`src/cpu4_pkg.sv`:
```
`default_nettype none

package cpu4_pkg;

  localparam int NIBBLE_W = 4;
  localparam int WORD_W = 12;

  typedef logic [NIBBLE_W-1:0] nibble_t;
  typedef logic [WORD_W-1:0] addr_t;
  typedef logic [WORD_W-1:0] instr_t;

  // encoding of the r and q fields.
  typedef enum logic [1:0] {
    OPND_A  = 2'd0,
    OPND_B  = 2'd1,
    OPND_MX = 2'd2,
    OPND_MY = 2'd3
  } operand_e;

  typedef enum logic [1:0] {
    ALU_AND = 2'd0,
    ALU_OR  = 2'd1,
    ALU_XOR = 2'd2,
    ALU_ADD = 2'd3
  } alu_op_e;

  typedef enum logic [2:0] {
    INS_NOP,
    INS_LD_RI,
    INS_LD_X,
    INS_LD_Y,
    INS_ALU_RQ,
    INS_ALU_RI
  } instr_kind_e;

  typedef struct packed {
    logic carry;
    logic zero;
  } flags_t;

  localparam logic [2:0] LEN_SHORT = 3'd5;
  localparam logic [2:0] LEN_LONG = 3'd7;

  // opcode prefixes, matched against the top bits of the word.
  localparam logic [5:0] OPC_LD_RI = 6'b1110_00;
  localparam logic [3:0] OPC_LD_X = 4'b1011;
  localparam logic [3:0] OPC_LD_Y = 4'b1000;
  localparam logic [3:0] OPC_ALU_RQ = 4'b1010;
  localparam logic [2:0] OPC_ALU_RI = 3'b110;

endpackage

`default_nettype wire

```
`src/mem_if.sv`:
```
`default_nettype none

// one requester's port onto the shared data RAM.
interface mem_if;

  logic              req;
  logic              we;
  cpu4_pkg::addr_t   addr;
  cpu4_pkg::nibble_t wdata;
  cpu4_pkg::nibble_t rdata;

  modport requester (
    output req,
    output we,
    output addr,
    output wdata,
    input  rdata
  );

  modport arbiter (
    input  req,
    input  we,
    input  addr,
    input  wdata,
    output rdata
  );

endinterface

`default_nettype wire

```
`src/ram_arbiter.sv`:
```
`default_nettype none

module ram_arbiter (
  input  logic              clk,
  input  logic              rst,
  mem_if.arbiter            core,
  mem_if.arbiter            host,
  output logic              ram_we,
  output cpu4_pkg::addr_t   ram_addr,
  output cpu4_pkg::nibble_t ram_wdata,
  input  cpu4_pkg::nibble_t ram_rdata
);

  typedef enum logic [1:0] {
    OWN_NONE,
    OWN_CORE,
    OWN_HOST
  } owner_e;

  owner_e rd_owner;
  logic host_grant;

  // the core always wins, a host request waits on its bus.
  assign host_grant = host.req & ~core.req;

  always_comb begin
    if (core.req) begin
      ram_we = core.we;
      ram_addr = core.addr;
      ram_wdata = core.wdata;
    end else begin
      ram_we = host_grant & host.we;
      ram_addr = host.addr;
      ram_wdata = host.wdata;
    end
  end

  // remember who read so the data goes back to that side only.
  always_ff @(posedge clk) begin
    if (rst) begin
      rd_owner <= OWN_NONE;
    end else if (core.req && !core.we) begin
      rd_owner <= OWN_CORE;
    end else if (host_grant && !host.we) begin
      rd_owner <= OWN_HOST;
    end else begin
      rd_owner <= OWN_NONE;
    end
  end

  assign core.rdata = (rd_owner == OWN_CORE) ? ram_rdata : '0;
  assign host.rdata = (rd_owner == OWN_HOST) ? ram_rdata : '0;

  a_host_rdata_owner : assert property (@(posedge clk) disable iff (rst)
    !$past(host.req && !host.we && !core.req) |-> host.rdata == '0)
    else $error("read data returned to the host without a granted host read");

  a_core_rdata_owner : assert property (@(posedge clk) disable iff (rst)
    !$past(core.req && !core.we) |-> core.rdata == '0)
    else $error("read data returned to the core without a core read");

endmodule

`default_nettype wire

```
`src/flat_wrapper.sv`:
```
// flat-port wrapper written by rule: the top's interface ports become plain ports
module ram_arbiter_flat 
  (clk, rst, ram_we, ram_addr, ram_wdata, ram_rdata, core_req, core_we, core_addr, core_wdata, core_rdata, host_req, host_we, host_addr, host_wdata, host_rdata);
  mem_if core_i ();
  mem_if host_i ();
  input  logic clk;
  input  logic rst;
  output logic ram_we;
  output cpu4_pkg::addr_t ram_addr;
  output cpu4_pkg::nibble_t ram_wdata;
  input  cpu4_pkg::nibble_t ram_rdata;
  input wire logic [$bits(core_i.req)-1:0] core_req;
  input wire logic [$bits(core_i.we)-1:0] core_we;
  input wire logic [$bits(core_i.addr)-1:0] core_addr;
  input wire logic [$bits(core_i.wdata)-1:0] core_wdata;
  output wire logic [$bits(core_i.rdata)-1:0] core_rdata;
  input wire logic [$bits(host_i.req)-1:0] host_req;
  input wire logic [$bits(host_i.we)-1:0] host_we;
  input wire logic [$bits(host_i.addr)-1:0] host_addr;
  input wire logic [$bits(host_i.wdata)-1:0] host_wdata;
  output wire logic [$bits(host_i.rdata)-1:0] host_rdata;
  assign core_i.req = core_req;
  assign core_i.we = core_we;
  assign core_i.addr = core_addr;
  assign core_i.wdata = core_wdata;
  assign core_rdata = core_i.rdata;
  assign host_i.req = host_req;
  assign host_i.we = host_we;
  assign host_i.addr = host_addr;
  assign host_i.wdata = host_wdata;
  assign host_rdata = host_i.rdata;
  ram_arbiter u_core (.clk(clk), .rst(rst), .core(core_i), .host(host_i), .ram_we(ram_we), .ram_addr(ram_addr), .ram_wdata(ram_wdata), .ram_rdata(ram_rdata));
endmodule
```
`config.mk`:
```
export PLATFORM = sky130hd
export DESIGN_NAME = ram_arbiter_flat
export DESIGN_NICKNAME = d
export VERILOG_FILES = /design/src/cpu4_pkg.sv /design/src/mem_if.sv /design/src/ram_arbiter.sv /design/src/flat_wrapper.sv
export SDC_FILE = /design/constraint.sdc
export NUM_CORES = 1
export LEC_CHECK = 0
export BUFFER_PORTS_ARGS = -buffer_cell sky130_fd_sc_hd__buf_2
export CAP_MARGIN = 10
export CELL_PAD_IN_SITES_DETAIL_PLACEMENT = 0
export CELL_PAD_IN_SITES_GLOBAL_PLACEMENT = 1
export CORE_MARGIN = 2
export CORE_UTILIZATION = 15
export DETAILED_ROUTE_END_ITERATION = 6
export GPL_TIMING_DRIVEN = 1
export PLACE_DENSITY = 0.74
export SYNTH_ARGS = -nofsm -noshare
export SYNTH_HDL_FRONTEND = slang
export SYNTH_SLANG_ARGS = --single-unit
export TNS_END_PERCENT = 30
```
`constraint.sdc`:
```
create_clock -name clk -period 0.8 [get_ports clk]
set_input_delay 0.08 -clock clk [delete_from_list [all_inputs] [get_ports clk]]
set_output_delay 0.08 -clock clk [all_outputs]
set_load 0.02 [all_outputs]
```
Word-level counts from Yosys, hierarchy flattened
Index checks and enable logic that the tools add are counted.
{"block": "op_classes", "n_eq_ne": 2, "mux": 7, "bitwise": 3, "reduce_logical": 5}
{"op": "12-bit 2-to-1 mux", "count": 1}
{"op": "4-bit 2-to-1 mux", "count": 3}
{"op": "1-bit AND", "count": 2}
{"op": "2-bit by 1-bit == test with 1-bit output (second input constant)", "count": 1}
{"op": "2-bit == test (second input constant)", "count": 1}
{"op": "1-bit logical AND", "count": 2}
{"op": "1-bit zero test", "count": 2}
{"op": "1-bit 2-to-1 mux", "count": 2}
{"op": "2-bit 2-to-1 mux", "count": 1}
{"op": "2-bit OR reduction", "count": 1}
{"op": "1-bit NOT", "count": 1}
{"block": "word_totals", "register_bits": 2, "input_bits": 42, "output_inout_bits": 25, "elab_cells": 19}

Longest topological paths before layout
{"block": "logic_depth", "word_depth": 5, "ltp_mapped": 3, "depth_no_buf": 2}

Worst setup path after synthesis
Ideal clock, no wire load.
{"block": "synth_path", "kind": "register to output", "from": "register u_core.rd_owner[0]", "to": "output core_rdata[0]", "arrival_time_ns": 0.715, "required_time_ns": 0.720, "setup_slack_ns": 0.005, "stages_incl_launch_ff": 3, "n_path_buf": 0, "path_cell_list": "dfxtp_1 nor2b_1 and2_1"}
{"block": "synth_via", "elab_chain_cells": 2}
{"element": "start: declaration", "line_no": "ram_arbiter.sv:20", "rtl": "owner_e rd_owner;"}
{"element": "start signal: assignment", "line_no": "ram_arbiter.sv:41", "rtl": "rd_owner <= OWN_NONE;"}
{"element": "start signal: assignment", "line_no": "ram_arbiter.sv:43", "rtl": "rd_owner <= OWN_CORE;"}
{"element": "start signal: assignment", "line_no": "ram_arbiter.sv:45", "rtl": "rd_owner <= OWN_HOST;"}
{"element": "2-bit by 1-bit == test with 1-bit output", "line_no": "ram_arbiter.sv:51", "rtl": "assign core.rdata = (rd_owner == OWN_CORE) ? ram_rdata : '0;"}
{"element": "4-bit 2-to-1 mux", "line_no": "ram_arbiter.sv:51"}
{"element": "end: declaration", "line_no": "flat_wrapper.sv:16", "rtl": "output wire logic [$bits(core_i.rdata)-1:0] core_rdata;"}
No other way between the ends.

Worst setup path after layout
{"block": "layout_path", "from": "register u_core.rd_owner[1]", "to": "output host_rdata[0]"}
{"block": "layout_via", "elab_chain_cells": 2}
{"element": "2-bit == test", "line_no": "ram_arbiter.sv:52", "rtl": "assign host.rdata = (rd_owner == OWN_HOST) ? ram_rdata : '0;"}
{"element": "4-bit 2-to-1 mux", "line_no": "ram_arbiter.sv:52"}
{"element": "end: declaration", "line_no": "flat_wrapper.sv:21", "rtl": "output wire logic [$bits(host_i.rdata)-1:0] host_rdata;"}
No other way between the ends.

==> results.toml <==
[run_status]
outcome = "complete, but fails checks"
violations = "negative setup slack"

[timing]
max_freq_mhz = 932
worst_pin_slew_ps = 171
whs_ps = 43.4
setup_slack_ps = -273
finalHoldViolCount = 0
max_slew_margin = 0.885
fin_crit_sh = 1.34
slew_viol_final = 0
setup_viol = 24
rsz0062_at_grt = "yes"
layout_min_cycle_time_ps = 1070

[power_and_ir_drop]
seq_power_share = 0.126
irDropWorstVdd_uv = 410
p_int_mw = 0.578
clkPwrFrac = 0.253
total_leakage_power_nw = 0.541
p_sw_frac = 0.325
power_frac_comb = 0.620
powerDensity_nw_per_um2 = 886
switchingPower_mw = 0.278

[synthesis]
synth.distinct_cells = 9
synthTopCellsByArea = "mux2_4, and2_1, dfxtp_1"
syn_nets = 77
synth_compound_area_frac = 0.0122
yosysMostFrequentCell = "mux2_4"
ys_ff_latch = 2
ys_seq_area_frac = 0.0979
synth_top_area_cell = "mux2_4"
synth-async-reset-ratio = 0
synth_fa_ha_area_frac = 0
netlist_instances = 35
synth_edf_count = 0
synth_area_per_cell_um2 = 11.7
netlist.area_leader.share = 0.587
synth_xor_area_frac = 0
synth_flop_cell = "dfxtp_1"
ys_warn_count = 0
synth_mux_area_frac = 0.587
yosys-top-cells-count = "mux2_4, and2_1"
yosys.area_share.simple = 0.248
synth_top_family_by_area = "multiplexers"
synthesis.area_um2 = 409

[setup_path]
path_cells = "nor2b_4 > and2_4 > buf_6"
critPathLaunchType = "flip-flop"
worst-setup-path-type = "flip-flop to output port"
crit_required_ps = 720
crit_start = "u_core.rd_owner[1]"
crit_path_end = "host_rdata[0]"
critPathSlowestCell = "dfxtp_2"
end_kind = "output port"
slowest_delay_ps = 340
crit_fanout = 4
arrival_ps = 990

[global_routing]
grt_pass1_vias = 584
grt_max_degree = 17
track_usage = 0.108
grt-ovfl-total = 0
grt_antenna_before_repair = 0
grt_first_pass_wirelength_um = 2560

[worst_hold_path]
min-delay-start = "core_we"
hold_class = "input pin to flip-flop"

[routing]
wirelength_um = 1640
drt_iter0_markers = 4
dr.pass1.iters = 2
drc_errors = 0
wire_per_inst_um = 12.1
via_per_inst = 4.15
via_count = 560
antenna_left = 0

[clocking]
holdBufCountCts = 0
cts_buffers = 3
cts_setup_buffers = 0
clkTransAtPathRegs_ps = 30
h-tree-depth = 1
clock_path_buffers = 2
root_buffer = "clkbuf_4"
cts.sinks = 2
cts_tree = "done"

[final_layout]
nets = 149
regMostFlops = "u_core.rd_owner"
diodes = 0
area_growth_pct = 136
reg_top3 = "u_core.rd_owner (2)"
largest_register_ffs = 2
final_layout_size_suffix_gt1_frac = 0.962
design_area_um2 = 966
fillCellCount = 264

[flow_run]
cap_violations = 0

[floorplan]
die_y_um = 56.2
fp-row-count = 18
die_x_um = 56.2
initial_core_util = 0.162
core-area_um2 = 2520
ios = 67
die_area_um2 = 3160

[placed_design]
placed_area_um2 = 790
post-place-ws_ps = -122
gp_congestion = 0.790
port_buffers = 66
[cells by family after synthesis]
group,Yosys count
muxes,16
AOI/OAI and AO/OA,1
buffers and inverters,2
DFF,2
and+or+nand+nor,14
[timing repair]
action	CTS	global route
pin swaps	0	7
resized for setup	28	23
endpoints found under the setup margin	25	25
[worst min-delay path by stage]
stage | endpoint | slack, ps | depth (start not counted)
2_1_floorplan | u_core.rd_owner[1] | 150 | 1
3_3_place_gp | u_core.rd_owner[0] | 280 | 2
3_5_place_dp | u_core.rd_owner[0] | 280 | 2
4_1_cts | u_core.rd_owner[0] | 30 | 2
5_1_grt | u_core.rd_owner[0] | 40 | 2
6_report | u_core.rd_owner[0] | 40 | 2
[power groups by stage]
stage	combinational, mW	sequential [mW]	clock (mW)
global route	0.562	0.108	0.261
finish	0.531	0.108	0.217
floorplan	0.262	0.106	0
CTS	0.494	0.108	0.239
global placement	0.450	0.106	0
detailed placement	0.457	0.106	0
[per-stage QoR]
step	setup TNS [ps]	power, mW	instances	util
final	-2840	0.855	135	0.383
after global routing	-3520	0.931	135	0.383
after CTS	-2980	0.842	135	0.357
after detailed placement	-2340	0.563	132	0.313
after global placement	-2110	0.557	132	0.313
after floorplan	0	0.369	35	-
[cell usage in the layout, fill, tap and decap left out]
cell      instances
buf_2            48
buf_6            17
mux2_4           16
and2_4            8
clkbuf_4          3
nor2b_4           2
nand2_1           2
buf_4             2
dfxtp_2           2
o21ai_1           1
nor3b_1           1
nor4b_4           1
buf_8             1
buf_12            1
[worst max-delay path, delay by kind of cell (launching register included)]
kind | cells | cell delay, ps
flops | 1 | 340
buf+inv | 1 | 110
simple gates | 2 | 330
[layer usage]
layer / routed length (µm) / up-vias / GRT usage
met3: 302 / 2 / 0.0558
met1: 427 / 236 / 0.0923
met4: 16 / 0 / 0.0612
li1: - / 265 / -
met2: 889 / 57 / 0.197
met5: 0 / - / 0
[cell type report]
class | instances | area [µm²] | share of cell area
clock buffers | 3 | 22.5 | 0.0233
well taps | 30 | 37.5 | 0.0389
flip-flops and latches | 2 | 42.5 | 0.0440
multi-input cells | 31 | 382 | 0.395
repair buffers | 69 | 482 | 0.499
(Power assumes the default switching activity.)
