**src/cpu4_pkg.sv**
```systemverilog
`default_nettype none

package cpu4_pkg;

  localparam int NIBBLE_W = 4;
  localparam int WORD_W = 12;

  typedef logic [NIBBLE_W-1:0] nibble_t;
  typedef logic [WORD_W-1:0] addr_t;
  typedef logic [WORD_W-1:0] instr_t;

  // encoding of the r and q fields.
  typedef enum logic [1:0] {
    OPND_A  = 2'd0,
    OPND_B  = 2'd1,
    OPND_MX = 2'd2,
    OPND_MY = 2'd3
  } operand_e;

  typedef enum logic [1:0] {
    ALU_AND = 2'd0,
    ALU_OR  = 2'd1,
    ALU_XOR = 2'd2,
    ALU_ADD = 2'd3
  } alu_op_e;

  typedef enum logic [2:0] {
    INS_NOP,
    INS_LD_RI,
    INS_LD_X,
    INS_LD_Y,
    INS_ALU_RQ,
    INS_ALU_RI
  } instr_kind_e;

  typedef struct packed {
    logic carry;
    logic zero;
  } flags_t;

  localparam logic [2:0] LEN_SHORT = 3'd5;
  localparam logic [2:0] LEN_LONG = 3'd7;

  // opcode prefixes, matched against the top bits of the word.
  localparam logic [5:0] OPC_LD_RI = 6'b1110_00;
  localparam logic [3:0] OPC_LD_X = 4'b1011;
  localparam logic [3:0] OPC_LD_Y = 4'b1000;
  localparam logic [3:0] OPC_ALU_RQ = 4'b1010;
  localparam logic [2:0] OPC_ALU_RI = 3'b110;

endpackage

`default_nettype wire

```
**src/mem_if.sv**
```systemverilog
`default_nettype none

// one requester's port onto the shared data RAM.
interface mem_if;

  logic              req;
  logic              we;
  cpu4_pkg::addr_t   addr;
  cpu4_pkg::nibble_t wdata;
  cpu4_pkg::nibble_t rdata;

  modport requester (
    output req,
    output we,
    output addr,
    output wdata,
    input  rdata
  );

  modport arbiter (
    input  req,
    input  we,
    input  addr,
    input  wdata,
    output rdata
  );

endinterface

`default_nettype wire

```
**src/alu4.sv**
```systemverilog
`default_nettype none

module alu4 (
  input  cpu4_pkg::alu_op_e op,
  input  cpu4_pkg::nibble_t lhs,
  input  cpu4_pkg::nibble_t rhs,
  input  logic              carry_in,
  output cpu4_pkg::nibble_t result,
  output cpu4_pkg::flags_t  flags
);

  logic [4:0] sum;

  always_comb begin
    sum = {1'b0, lhs} + {1'b0, rhs};
    result = sum[3:0];
    flags.carry = carry_in;
    case (op)
      cpu4_pkg::ALU_AND: begin
        result = lhs & rhs;
      end
      cpu4_pkg::ALU_OR: begin
        result = lhs | rhs;
      end
      cpu4_pkg::ALU_XOR: begin
        result = lhs ^ rhs;
      end
      default: begin
        // carry out of the fifth bit of the sum.
        flags.carry = sum[4];
      end
    endcase
    flags.zero = (result == '0);
  end

endmodule

`default_nettype wire

```
**src/cpu4_core.sv**
```systemverilog
`default_nettype none

module cpu4_core (
  input  logic              clk,
  input  logic              rst,
  input  logic              step,
  output logic              done,
  output logic              busy,
  output cpu4_pkg::addr_t   prog_addr,
  input  cpu4_pkg::instr_t  prog_data,
  mem_if.requester          mem,
  output cpu4_pkg::addr_t   pc,
  output cpu4_pkg::nibble_t reg_a,
  output cpu4_pkg::nibble_t reg_b,
  output cpu4_pkg::addr_t   reg_x,
  output cpu4_pkg::addr_t   reg_y,
  output cpu4_pkg::flags_t  flags
);

  logic [2:0] cnt;
  logic busy_q;
  cpu4_pkg::addr_t pc_q;
  cpu4_pkg::addr_t x_q;
  cpu4_pkg::addr_t y_q;
  cpu4_pkg::nibble_t a_q;
  cpu4_pkg::nibble_t b_q;
  cpu4_pkg::flags_t flags_q;
  cpu4_pkg::instr_t ir;
  cpu4_pkg::nibble_t lhs_mem;
  cpu4_pkg::nibble_t rhs_mem;

  cpu4_pkg::instr_kind_e kind;
  cpu4_pkg::alu_op_e op;
  cpu4_pkg::operand_e dst;
  cpu4_pkg::operand_e src;
  logic [2:0] len;
  cpu4_pkg::nibble_t imm;
  cpu4_pkg::nibble_t lhs;
  cpu4_pkg::nibble_t rhs;
  cpu4_pkg::nibble_t alu_result;
  cpu4_pkg::nibble_t wb_data;
  cpu4_pkg::flags_t alu_flags;
  logic start;
  logic uses_alu;
  logic dst_is_mem;
  logic src_is_mem;

  function automatic cpu4_pkg::nibble_t operand_value(
    input cpu4_pkg::operand_e sel,
    input cpu4_pkg::nibble_t  a_val,
    input cpu4_pkg::nibble_t  b_val,
    input cpu4_pkg::nibble_t  m_val
  );
    case (sel)
      cpu4_pkg::OPND_A: return a_val;
      cpu4_pkg::OPND_B: return b_val;
      default: return m_val;
    endcase
  endfunction

  // decoder, valid from cycle 3 once ir holds the fetched word.
  always_comb begin
    kind = cpu4_pkg::INS_NOP;
    op = cpu4_pkg::ALU_ADD;
    dst = cpu4_pkg::operand_e'(ir[5:4]);
    src = cpu4_pkg::operand_e'(ir[1:0]);
    imm = ir[3:0];
    if (ir[11:6] == cpu4_pkg::OPC_LD_RI) begin
      kind = cpu4_pkg::INS_LD_RI;
    end else if (ir[11:8] == cpu4_pkg::OPC_LD_X) begin
      kind = cpu4_pkg::INS_LD_X;
    end else if (ir[11:8] == cpu4_pkg::OPC_LD_Y) begin
      kind = cpu4_pkg::INS_LD_Y;
    end else if (ir[11:8] == cpu4_pkg::OPC_ALU_RQ) begin
      dst = cpu4_pkg::operand_e'(ir[3:2]);
      kind = cpu4_pkg::INS_ALU_RQ;
      case (ir[7:4])
        4'h8: op = cpu4_pkg::ALU_ADD;
        4'hc: op = cpu4_pkg::ALU_AND;
        4'hd: op = cpu4_pkg::ALU_OR;
        4'he: op = cpu4_pkg::ALU_XOR;
        default: kind = cpu4_pkg::INS_NOP;
      endcase
    end else if (ir[11:9] == cpu4_pkg::OPC_ALU_RI) begin
      kind = cpu4_pkg::INS_ALU_RI;
      case (ir[8:6])
        3'b000: op = cpu4_pkg::ALU_ADD;
        3'b010: op = cpu4_pkg::ALU_AND;
        3'b011: op = cpu4_pkg::ALU_OR;
        3'b100: op = cpu4_pkg::ALU_XOR;
        default: kind = cpu4_pkg::INS_NOP;
      endcase
    end
    uses_alu = (kind == cpu4_pkg::INS_ALU_RQ) || (kind == cpu4_pkg::INS_ALU_RI);
    len = uses_alu ? cpu4_pkg::LEN_LONG : cpu4_pkg::LEN_SHORT;
  end

  assign dst_is_mem = (dst == cpu4_pkg::OPND_MX) || (dst == cpu4_pkg::OPND_MY);
  assign src_is_mem = (src == cpu4_pkg::OPND_MX) || (src == cpu4_pkg::OPND_MY);

  assign lhs = operand_value(dst, a_q, b_q, lhs_mem);
  assign rhs = (kind == cpu4_pkg::INS_ALU_RI) ? imm : operand_value(src, a_q, b_q, rhs_mem);

  alu4 u_alu (
    .op       (op),
    .lhs      (lhs),
    .rhs      (rhs),
    .carry_in (flags_q.carry),
    .result   (alu_result),
    .flags    (alu_flags)
  );

  assign wb_data = (kind == cpu4_pkg::INS_LD_RI) ? imm : alu_result;
  assign start = step & ~busy_q;
  assign done = busy_q && (cnt == len);

  // r is read in cycle 3, a memory q in cycle 4, the write lands with done.
  always_comb begin
    mem.req = 1'b0;
    mem.we = 1'b0;
    mem.addr = x_q;
    mem.wdata = wb_data;
    if (busy_q && cnt == 3'd3 && uses_alu && dst_is_mem) begin
      mem.req = 1'b1;
      mem.addr = (dst == cpu4_pkg::OPND_MY) ? y_q : x_q;
    end else if (busy_q && cnt == 3'd4 && kind == cpu4_pkg::INS_ALU_RQ && src_is_mem) begin
      mem.req = 1'b1;
      mem.addr = (src == cpu4_pkg::OPND_MY) ? y_q : x_q;
    end else if (done && dst_is_mem && (uses_alu || kind == cpu4_pkg::INS_LD_RI)) begin
      mem.req = 1'b1;
      mem.we = 1'b1;
      mem.addr = (dst == cpu4_pkg::OPND_MY) ? y_q : x_q;
    end
  end

  always_ff @(posedge clk) begin
    if (rst) begin
      busy_q <= 1'b0;
      cnt <= 3'd0;
      pc_q <= '0;
      a_q <= '0;
      b_q <= '0;
      x_q <= '0;
      y_q <= '0;
      flags_q <= '0;
    end else if (start) begin
      busy_q <= 1'b1;
      cnt <= 3'd1;
    end else if (done) begin
      busy_q <= 1'b0;
      cnt <= 3'd0;
      pc_q <= pc_q + 1'b1;
      if (uses_alu) begin
        flags_q <= alu_flags;
      end
      if (uses_alu || kind == cpu4_pkg::INS_LD_RI) begin
        if (dst == cpu4_pkg::OPND_A) begin
          a_q <= wb_data;
        end else if (dst == cpu4_pkg::OPND_B) begin
          b_q <= wb_data;
        end
      end
      // e loads the low byte, the page bits stay.
      if (kind == cpu4_pkg::INS_LD_X) begin
        x_q[7:0] <= ir[7:0];
      end
      if (kind == cpu4_pkg::INS_LD_Y) begin
        y_q[7:0] <= ir[7:0];
      end
    end else if (busy_q) begin
      cnt <= cnt + 3'd1;
    end
  end

  always_ff @(posedge clk) begin
    if (busy_q && cnt == 3'd2) begin
      ir <= prog_data;
    end
    if (busy_q && cnt == 3'd4) begin
      lhs_mem <= mem.rdata;
    end
    if (busy_q && cnt == 3'd5) begin
      rhs_mem <= mem.rdata;
    end
  end

  assign busy = busy_q;
  assign prog_addr = pc_q;
  assign pc = pc_q;
  assign reg_a = a_q;
  assign reg_b = b_q;
  assign reg_x = x_q;
  assign reg_y = y_q;
  assign flags = flags_q;

  a_no_step_when_busy : assert property (@(posedge clk) disable iff (rst)
    step |-> !busy_q)
    else $error("step arrived while an instruction was still running");

endmodule

`default_nettype wire

```
**src/flat_wrapper.sv**
```systemverilog
// flat-port wrapper written by rule: the top's interface ports become plain ports
module cpu4_core_flat 
  (clk, rst, step, done, busy, prog_addr, prog_data, pc, reg_a, reg_b, reg_x, reg_y, flags, mem_req, mem_we, mem_addr, mem_wdata, mem_rdata);
  mem_if mem_i ();
  input  logic clk;
  input  logic rst;
  input  logic step;
  output logic done;
  output logic busy;
  output cpu4_pkg::addr_t prog_addr;
  input  cpu4_pkg::instr_t prog_data;
  output cpu4_pkg::addr_t pc;
  output cpu4_pkg::nibble_t reg_a;
  output cpu4_pkg::nibble_t reg_b;
  output cpu4_pkg::addr_t reg_x;
  output cpu4_pkg::addr_t reg_y;
  output cpu4_pkg::flags_t flags;
  output wire logic [$bits(mem_i.req)-1:0] mem_req;
  output wire logic [$bits(mem_i.we)-1:0] mem_we;
  output wire logic [$bits(mem_i.addr)-1:0] mem_addr;
  output wire logic [$bits(mem_i.wdata)-1:0] mem_wdata;
  input wire logic [$bits(mem_i.rdata)-1:0] mem_rdata;
  assign mem_req = mem_i.req;
  assign mem_we = mem_i.we;
  assign mem_addr = mem_i.addr;
  assign mem_wdata = mem_i.wdata;
  assign mem_i.rdata = mem_rdata;
  cpu4_core u_core (.clk(clk), .rst(rst), .step(step), .done(done), .busy(busy), .prog_addr(prog_addr), .prog_data(prog_data), .mem(mem_i), .pc(pc), .reg_a(reg_a), .reg_b(reg_b), .reg_x(reg_x), .reg_y(reg_y), .flags(flags));
endmodule
```
**config.mk**
```make
export PLATFORM = sky130hd
export DESIGN_NAME = cpu4_core_flat
export DESIGN_NICKNAME = d
export VERILOG_FILES = /design/src/cpu4_pkg.sv /design/src/mem_if.sv /design/src/alu4.sv /design/src/cpu4_core.sv /design/src/flat_wrapper.sv
export SDC_FILE = /design/constraint.sdc
export NUM_CORES = 1
export LEC_CHECK = 0
export BUFFER_PORTS_ARGS = -buffer_cell sky130_fd_sc_hd__buf_2
export CORE_MARGIN = 2
export CORE_UTILIZATION = 58
export DETAILED_ROUTE_END_ITERATION = 6
export PLACE_DENSITY = 0.86
export SETUP_SLACK_MARGIN = 0.05
export SLEW_MARGIN = 20
export SYNTH_ARGS = -nofsm -noshare
export SYNTH_HDL_FRONTEND = slang
export SYNTH_SLANG_ARGS = --single-unit
```
**constraint.sdc**
```tcl
create_clock -name clk -period 6.1 [get_ports clk]
set_input_delay 0.305 -clock clk [delete_from_list [all_inputs] [get_ports clk]]
set_output_delay 0.305 -clock clk [all_outputs]
set_load 0.02 [all_outputs]
```
# After elaboration in Yosys (flattened, before gate mapping)

Index checks and enable logic that the tools add are counted.

Add/sub/neg operators: 3
$mul: 0
Divide/modulo/power cells: 0
Magnitude comparators: 0
Equality and inequality tests: 30
Shifts and indexed selects: 0
Multiplexer cells: 39
Bitwise gates (word level): 8
Reduce and logical (&&, ||, !) cells: 33

Operator list:

| cell                                                | count |
|---|---|
| two-way mux 12 bit                                  | 3 |
| equality test 4 bit, second input constant          | 7 |
| two-way mux 3 bit                                   | 7 |
| two-way mux 2 bit                                   | 10 |
| equality test 3 x 2 -> 1 bit, second input constant | 6 |
| equality test 3 bit, second input constant          | 6 |
| two-way mux 8 bit                                   | 2 |
| one-hot mux 4 bit (2 select lines)                  | 2 |
| adder 12 x 1 -> 12 bit, second input constant       | 1 |
| one-hot mux 2 bit (3 select lines)                  | 2 |
| one-hot mux 4 bit (3 select lines)                  | 1 |
| logical AND 1 bit                                   | 11 |
| equality test 2 bit, second input constant          | 5 |
| two-way mux 1 bit                                   | 10 |
| AND reduction 3 bit                                 | 3 |
| two-way mux 4 bit                                   | 2 |
| AND reduction 4 bit                                 | 2 |
| OR reduction 4 bit                                  | 2 |
| equality test 2 x 1 -> 1 bit, second input constant | 3 |
| equality test 6 bit, second input constant          | 1 |
| logical NOT 2 bit                                   | 3 |
| OR reduction 3 bit                                  | 2 |
| adder 4 x 4 -> 5 bit                                | 1 |
| AND reduction 5 bit                                 | 1 |
| 14 further kinds                                    | 20 |

Flip-flop bits (word level): 62
Bits in latches: 0
Bits in writable memories: 0
ROM bits: 0
Input port bits: 19
Output and inout bits: 78
Logic and storage cells: 126
Memories kept: 0

# Logic depth before layout (Yosys ltp)

Word-level depth: 18
Mapped depth: 14
Depth with buffers taken out: 13

# Cells and area by module

Synthesis repeated with hierarchy kept, for this count alone.

Cell total of the unflattened synthesis: 403
Area total of the unflattened synthesis: 3681.0 µm²

By module, submodules not included:

| module    | instances | cells an instance | area an instance (µm²) | sequential area each (µm²) |
|---|---|---|---|---|
| cpu4_core | 1         | 358               | 3328.2                 | 1441.4 |
| alu4      | 1         | 45                | 352.8                  | 0.0 |

# Worst setup path after synthesis

No wires, ideal clock.

Path kind: register -> output
From: reg u_core.ir[10]
To: out mem_wdata[2]
Arrival: 3.085 ns
Data required time: 5.795 ns
Slack: 2.710 ns
Stages on the path, launching flop included: 12
Buffers on the path: 0
Cells stage by stage: edfxtp_1 and4bb_2 mux2i_2 a21oi_1 a21oi_1 ha_1 inv_1 fa_1 o41ai_1 nor2_1 o31a_1 inv_1

Longest elaborated chain between the ends: 11
Elaborated cells between the ends (all ways): 34
Classes of those cells: add/sub (1); eq/ne (10); mux (18); bitwise (3); reduce/logical (2)

RTL lines:

| item                                               | RTL line           | RTL |
|---|---|---|
| start, declared                                    | cpu4_core.sv:28    | `cpu4_pkg::instr_t ir;` |
| start signal, assigned                             | cpu4_core.sv:177   | `ir <= prog_data;` |
| equality test 3 bit                                | cpu4_core.sv:84    | `end else if (ir[11:9] == cpu4_pkg::OPC_ALU_RI) begin` |
| two-way mux 3 bit                                  | cpu4_core.sv:84    |  |
| two-way mux 3 bit                                  | cpu4_core.sv:74    | `end else if (ir[11:8] == cpu4_pkg::OPC_ALU_RQ) begin` |
| two-way mux 3 bit                                  | cpu4_core.sv:72    | `end else if (ir[11:8] == cpu4_pkg::OPC_LD_Y) begin` |
| two-way mux 3 bit                                  | cpu4_core.sv:70    | `end else if (ir[11:8] == cpu4_pkg::OPC_LD_X) begin` |
| two-way mux 3 bit                                  | cpu4_core.sv:68    | `if (ir[11:6] == cpu4_pkg::OPC_LD_RI) begin` |
| equality test 3 bit                                | cpu4_core.sv:102   | `assign rhs = (kind == cpu4_pkg::INS_ALU_RI) ? imm : operand_value(src, a_q, b_q, rhs_mem);` |
| two-way mux 4 bit                                  | cpu4_core.sv:102   |  |
| adder 4 x 4 -> 5 bit, or another cell as far along | alu4.sv:15         | `sum = {1'b0, lhs} + {1'b0, rhs};` |
| one-hot mux 4 bit (3 select lines)                 | alu4.sv:18         | `case (op)` |
| two-way mux 4 bit *                                | cpu4_core.sv:113   | `assign wb_data = (kind == cpu4_pkg::INS_LD_RI) ? imm : alu_result;` |
| end, declared                                      | flat_wrapper.sv:21 | `output wire logic [$bits(mem_i.wdata)-1:0] mem_wdata;` |

Mark *: on every way between the ends. The rest lies on a longest branch, timed or not.

# Worst setup path after layout

From: reg u_core.ir[8]
To: out mem_wdata[2]

Longest elaborated chain between the ends: 13
Elaborated cells between the ends (all ways): 40
Classes of those cells: add/sub (1); eq/ne (12); mux (20); bitwise (3); reduce/logical (4)

RTL lines:

| item                                                       | RTL line         | RTL |
|---|---|---|
| equality test 3 x 2 -> 1 bit, or another cell as far along | cpu4_core.sv:86  | `case (ir[8:6])` |
| OR reduction 4 bit (no source line)                        | --               |  |
| two-way mux 3 bit                                          | cpu4_core.sv:86  |  |
| two-way mux 3 bit                                          | cpu4_core.sv:84  |  |
| two-way mux 3 bit                                          | cpu4_core.sv:74  |  |
| two-way mux 3 bit                                          | cpu4_core.sv:72  |  |
| two-way mux 3 bit                                          | cpu4_core.sv:70  |  |
| two-way mux 3 bit                                          | cpu4_core.sv:68  |  |
| equality test 3 bit                                        | cpu4_core.sv:102 |  |
| two-way mux 4 bit                                          | cpu4_core.sv:102 |  |
| adder 4 x 4 -> 5 bit, or another cell as far along         | alu4.sv:15       |  |
| one-hot mux 4 bit (3 select lines)                         | alu4.sv:18       |  |
| two-way mux 4 bit *                                        | cpu4_core.sv:113 |  |

Marks and branches as above.

==> run metrics <==
status completed; hold crit path type input port to register; area of the mapped netlist 0.003785 mm²; Slowest Stage Delay on Critical Path 0.72 ns; r2r setup slk 2.22 ns; Final setup viols 0; Initial DRC Count 231; total negative slack 0 ns; Site Rows 29; pwr dens 201.6 mW/mm²; Mapped Avg Cell Area 9.631 µm²; Post-DP Area 0.004088 mm²; FF-to-FF path depth 11; starting density of the core 59.95%; Via density 5.811; Async S/R FF share, synth 0%; Register Area 0.001441 mm²; Clk pin slew, worst setup/hold paths 0.07 ns; crit-path max FO 14; RSZ-0062 raised after global routing false; maximum vdd drop 136.9 µV; yosys warns 0; crit path capture type output pin; unique cell type count in the Yosys netlist 64; post-CTS sizing 0; r2r endpoint u_core.reg_b[2]; dpl ws 2.111 ns; WP data arrival 4.11 ns; commonest non-fill, non-tap cells in the layout buf_2, nor2_1, dfxtp_1; CP cell instances and4bb_2 > mux2i_1 > nor2_1 > a21oi_1 > ha_1 > inv_1 > fa_1 > o41ai_1 > nor2_1 > o31a_1 > inv_1 > buf_2; clk sinks 62; Skew-Pair Late Insertion Delay 0.35 ns; critical path startpoint u_core.ir[8]; postcts setup bufs 0; die area 0.007188 mm²; DRT Pass-1 Iters 5; CTS tree yes; Ant. Diodes 0; WL/cell 15.98 µm; gr usage total 24.11%; Max Slew Vio Count 0; Post-Route WL 8630 µm; Area Overhead vs Synth 13.79%; Critical Path End mem_wdata[2]; ys flop type dfxtp_1; P_leak 1.962 nW; highest clock rate 226.3 MHz; max_cap viols 0; htree depth 3; largest net degree at the start of global routing 42; Relative slew margins 43.00%; most common cell after layout, fill and taps aside buf_2; area of the multi-input gates 0.002046 mm²; Worst Setup Path Type register to output pin; CP max-delay cell mux2i_1; CORE AREA 0.006314 mm²; port bufs 84; Filler cells 496; ratio of cells with drive above 1 in the final layout 27.43%; final hold slack 0.1309 ns; total CTS buffers 9; Final Cell Area 0.004307 mm²; Via Count 3138; CTS root buf clkbuf_8; DP HPWL 6242 µm; initial antenna violation count 0; first-pass GRT wire length 13630 µm; Final Hold Viols 0; Overall Power 868.3 µW; Routability Congestion 0.8968; post-synthesis sequential area ratio 38.08%; #FFs+latches synth 62; CP Data Required Time 5.79 ns; Die Ht 84.78 µm; Nets 492; worst r2r src u_core.ir[8]; Final WS setup 1.681 ns; Post-synth EDFFs 20; Worst setup SP type register; clock period minus worst slack 4.419 ns; clk buf depth 2; Final period util 72.45%; number of remaining DRC errors 0; cts hold-fix bufs 0; Die X 84.78 µm; Routed Antenna Nets 0; grt ovf 0; Worst Tran Pin Value 0.8312 ns; Fin Clk Skew 0.008828 ns; vias in the first global route 2736; Cells after Synth 393; # IOs 97
[stage by stage]
step / instances / utilization (%)
2_1_floorplan: 404 / -
3_3_place_gp: 524 / 64.74
3_5_place_dp: 524 / 64.74
4_1_cts: 540 / 68.11
5_1_grt: 540 / 68.21
6_report: 540 / 68.21
[power by group]
part           internal, mW  total [mW]  leakage (nW)  switching, mW
logic                0.0129      0.0399          1.34         0.0270
registers             0.428       0.434         0.519        0.00609
clock network         0.227       0.394         0.103          0.167
[routing by layer]
layer	share of wire [%]	global-route usage, %	vias to the layer above
li1	-	-	1525
met1	44	31.82	1469
met2	48	39.01	126
met3	5.4	3.933	18
met4	2.2	10.82	0
met5	0	0	-
[Yosys cell counts, types with 2 or more instances]
cell type	instances	share of area, %
xnor2_1	2	0.46
clkbuf_1	12	1.2
and3b_1	4	0.93
a21o_1	5	0.99
a2111oi_4	3	2.2
o211ai_1	4	0.79
o21ai_0	8	1.1
nor2b_1	4	0.66
and3_1	4	0.66
ha_1	14	4.6
and2_1	3	0.50
edfxtp_1	20	16
o2111ai_1	3	0.69
nor2_1	55	5.5
nand4_1	2	0.33
o31ai_1	4	0.79
a311o_1	4	1.1
buf_4	27	5.4
or4_1	3	0.59
mux2i_1	25	6.6
a21oi_1	18	2.4
xor2_1	6	1.4
mux2_4	8	3.2
o211a_1	2	0.53
o31a_1	3	0.69
nand2b_1	3	0.50
a311oi_1	2	0.46
dfxtp_1	42	22
buf_2	3	0.40
and4bb_2	2	0.66
a211oi_1	7	1.4
nor4bb_1	2	0.53
a31o_2	2	0.46
a22o_1	4	0.93
nand3_1	6	0.79
inv_1	21	2.1
o21a_1	2	0.40
a211o_1	3	0.69
nor3_2	2	0.53
o41ai_1	2	0.46
nand2_1	16	1.6
nor4_1	2	0.33
nor3_1	8	1.1
[worst min path at each step]
stage / start / to / depth (start not counted)
after floorplan: prog_data[0] / u_core.ir[0] / 0
after global placement: u_core.flags[0] / u_core.flags[0] / 2
after detailed placement: u_core.flags[0] / u_core.flags[0] / 2
after CTS: prog_data[3] / u_core.ir[3] / 1
after global routing: prog_data[3] / u_core.ir[3] / 1
final: prog_data[3] / u_core.ir[3] / 1
[cell type report]
cell class,instances,share of cell area [%]
clock buffer,9,2.876
clock inverter,7,2.063
inverter,22,1.917
multi-input combinational,278,47.50
sequential,62,33.47
tap,77,2.237
timing repair buffer,85,9.936
[flip-flops by register name (all words and copies together), names as in the netlist]
name,count
u_core.ir,12
u_core.pc,12
u_core.reg_x,8
u_core.reg_y,8
u_core.lhs_mem,4
u_core.reg_a,4
u_core.reg_b,4
u_core.rhs_mem,4
u_core.cnt,3
u_core.flags,2
u_core.busy,1
[cells by family (layout without fill, tap and decap cells)]
kind of cell | count (synthesis) | count (layout) | synth area share, %
simple gates | 123 | 123 | 16.63
compound gates | 85 | 85 | 18.61
buf+inv | 64 | 123 | 9.124
flops | 62 | 62 | 38.08
mux | 35 | 35 | 10.45
fa+ha+maj | 15 | 15 | 5.157
xor+xnor | 8 | 8 | 1.851
other cells | 1 | 12 | 0.09908
[critical path: cells and delay by family, from the launching register on]
family                     cells  cell delay [ns]
AOI/OAI and AO/OA              3             0.89
adders and majority gates      2             0.65
buffers and inverters          3             0.28
DFF                            1             0.56
muxes                          1             0.72
and+or+nand+nor                3             0.66
No activity file was read; power rests on OpenSTA's default activity.
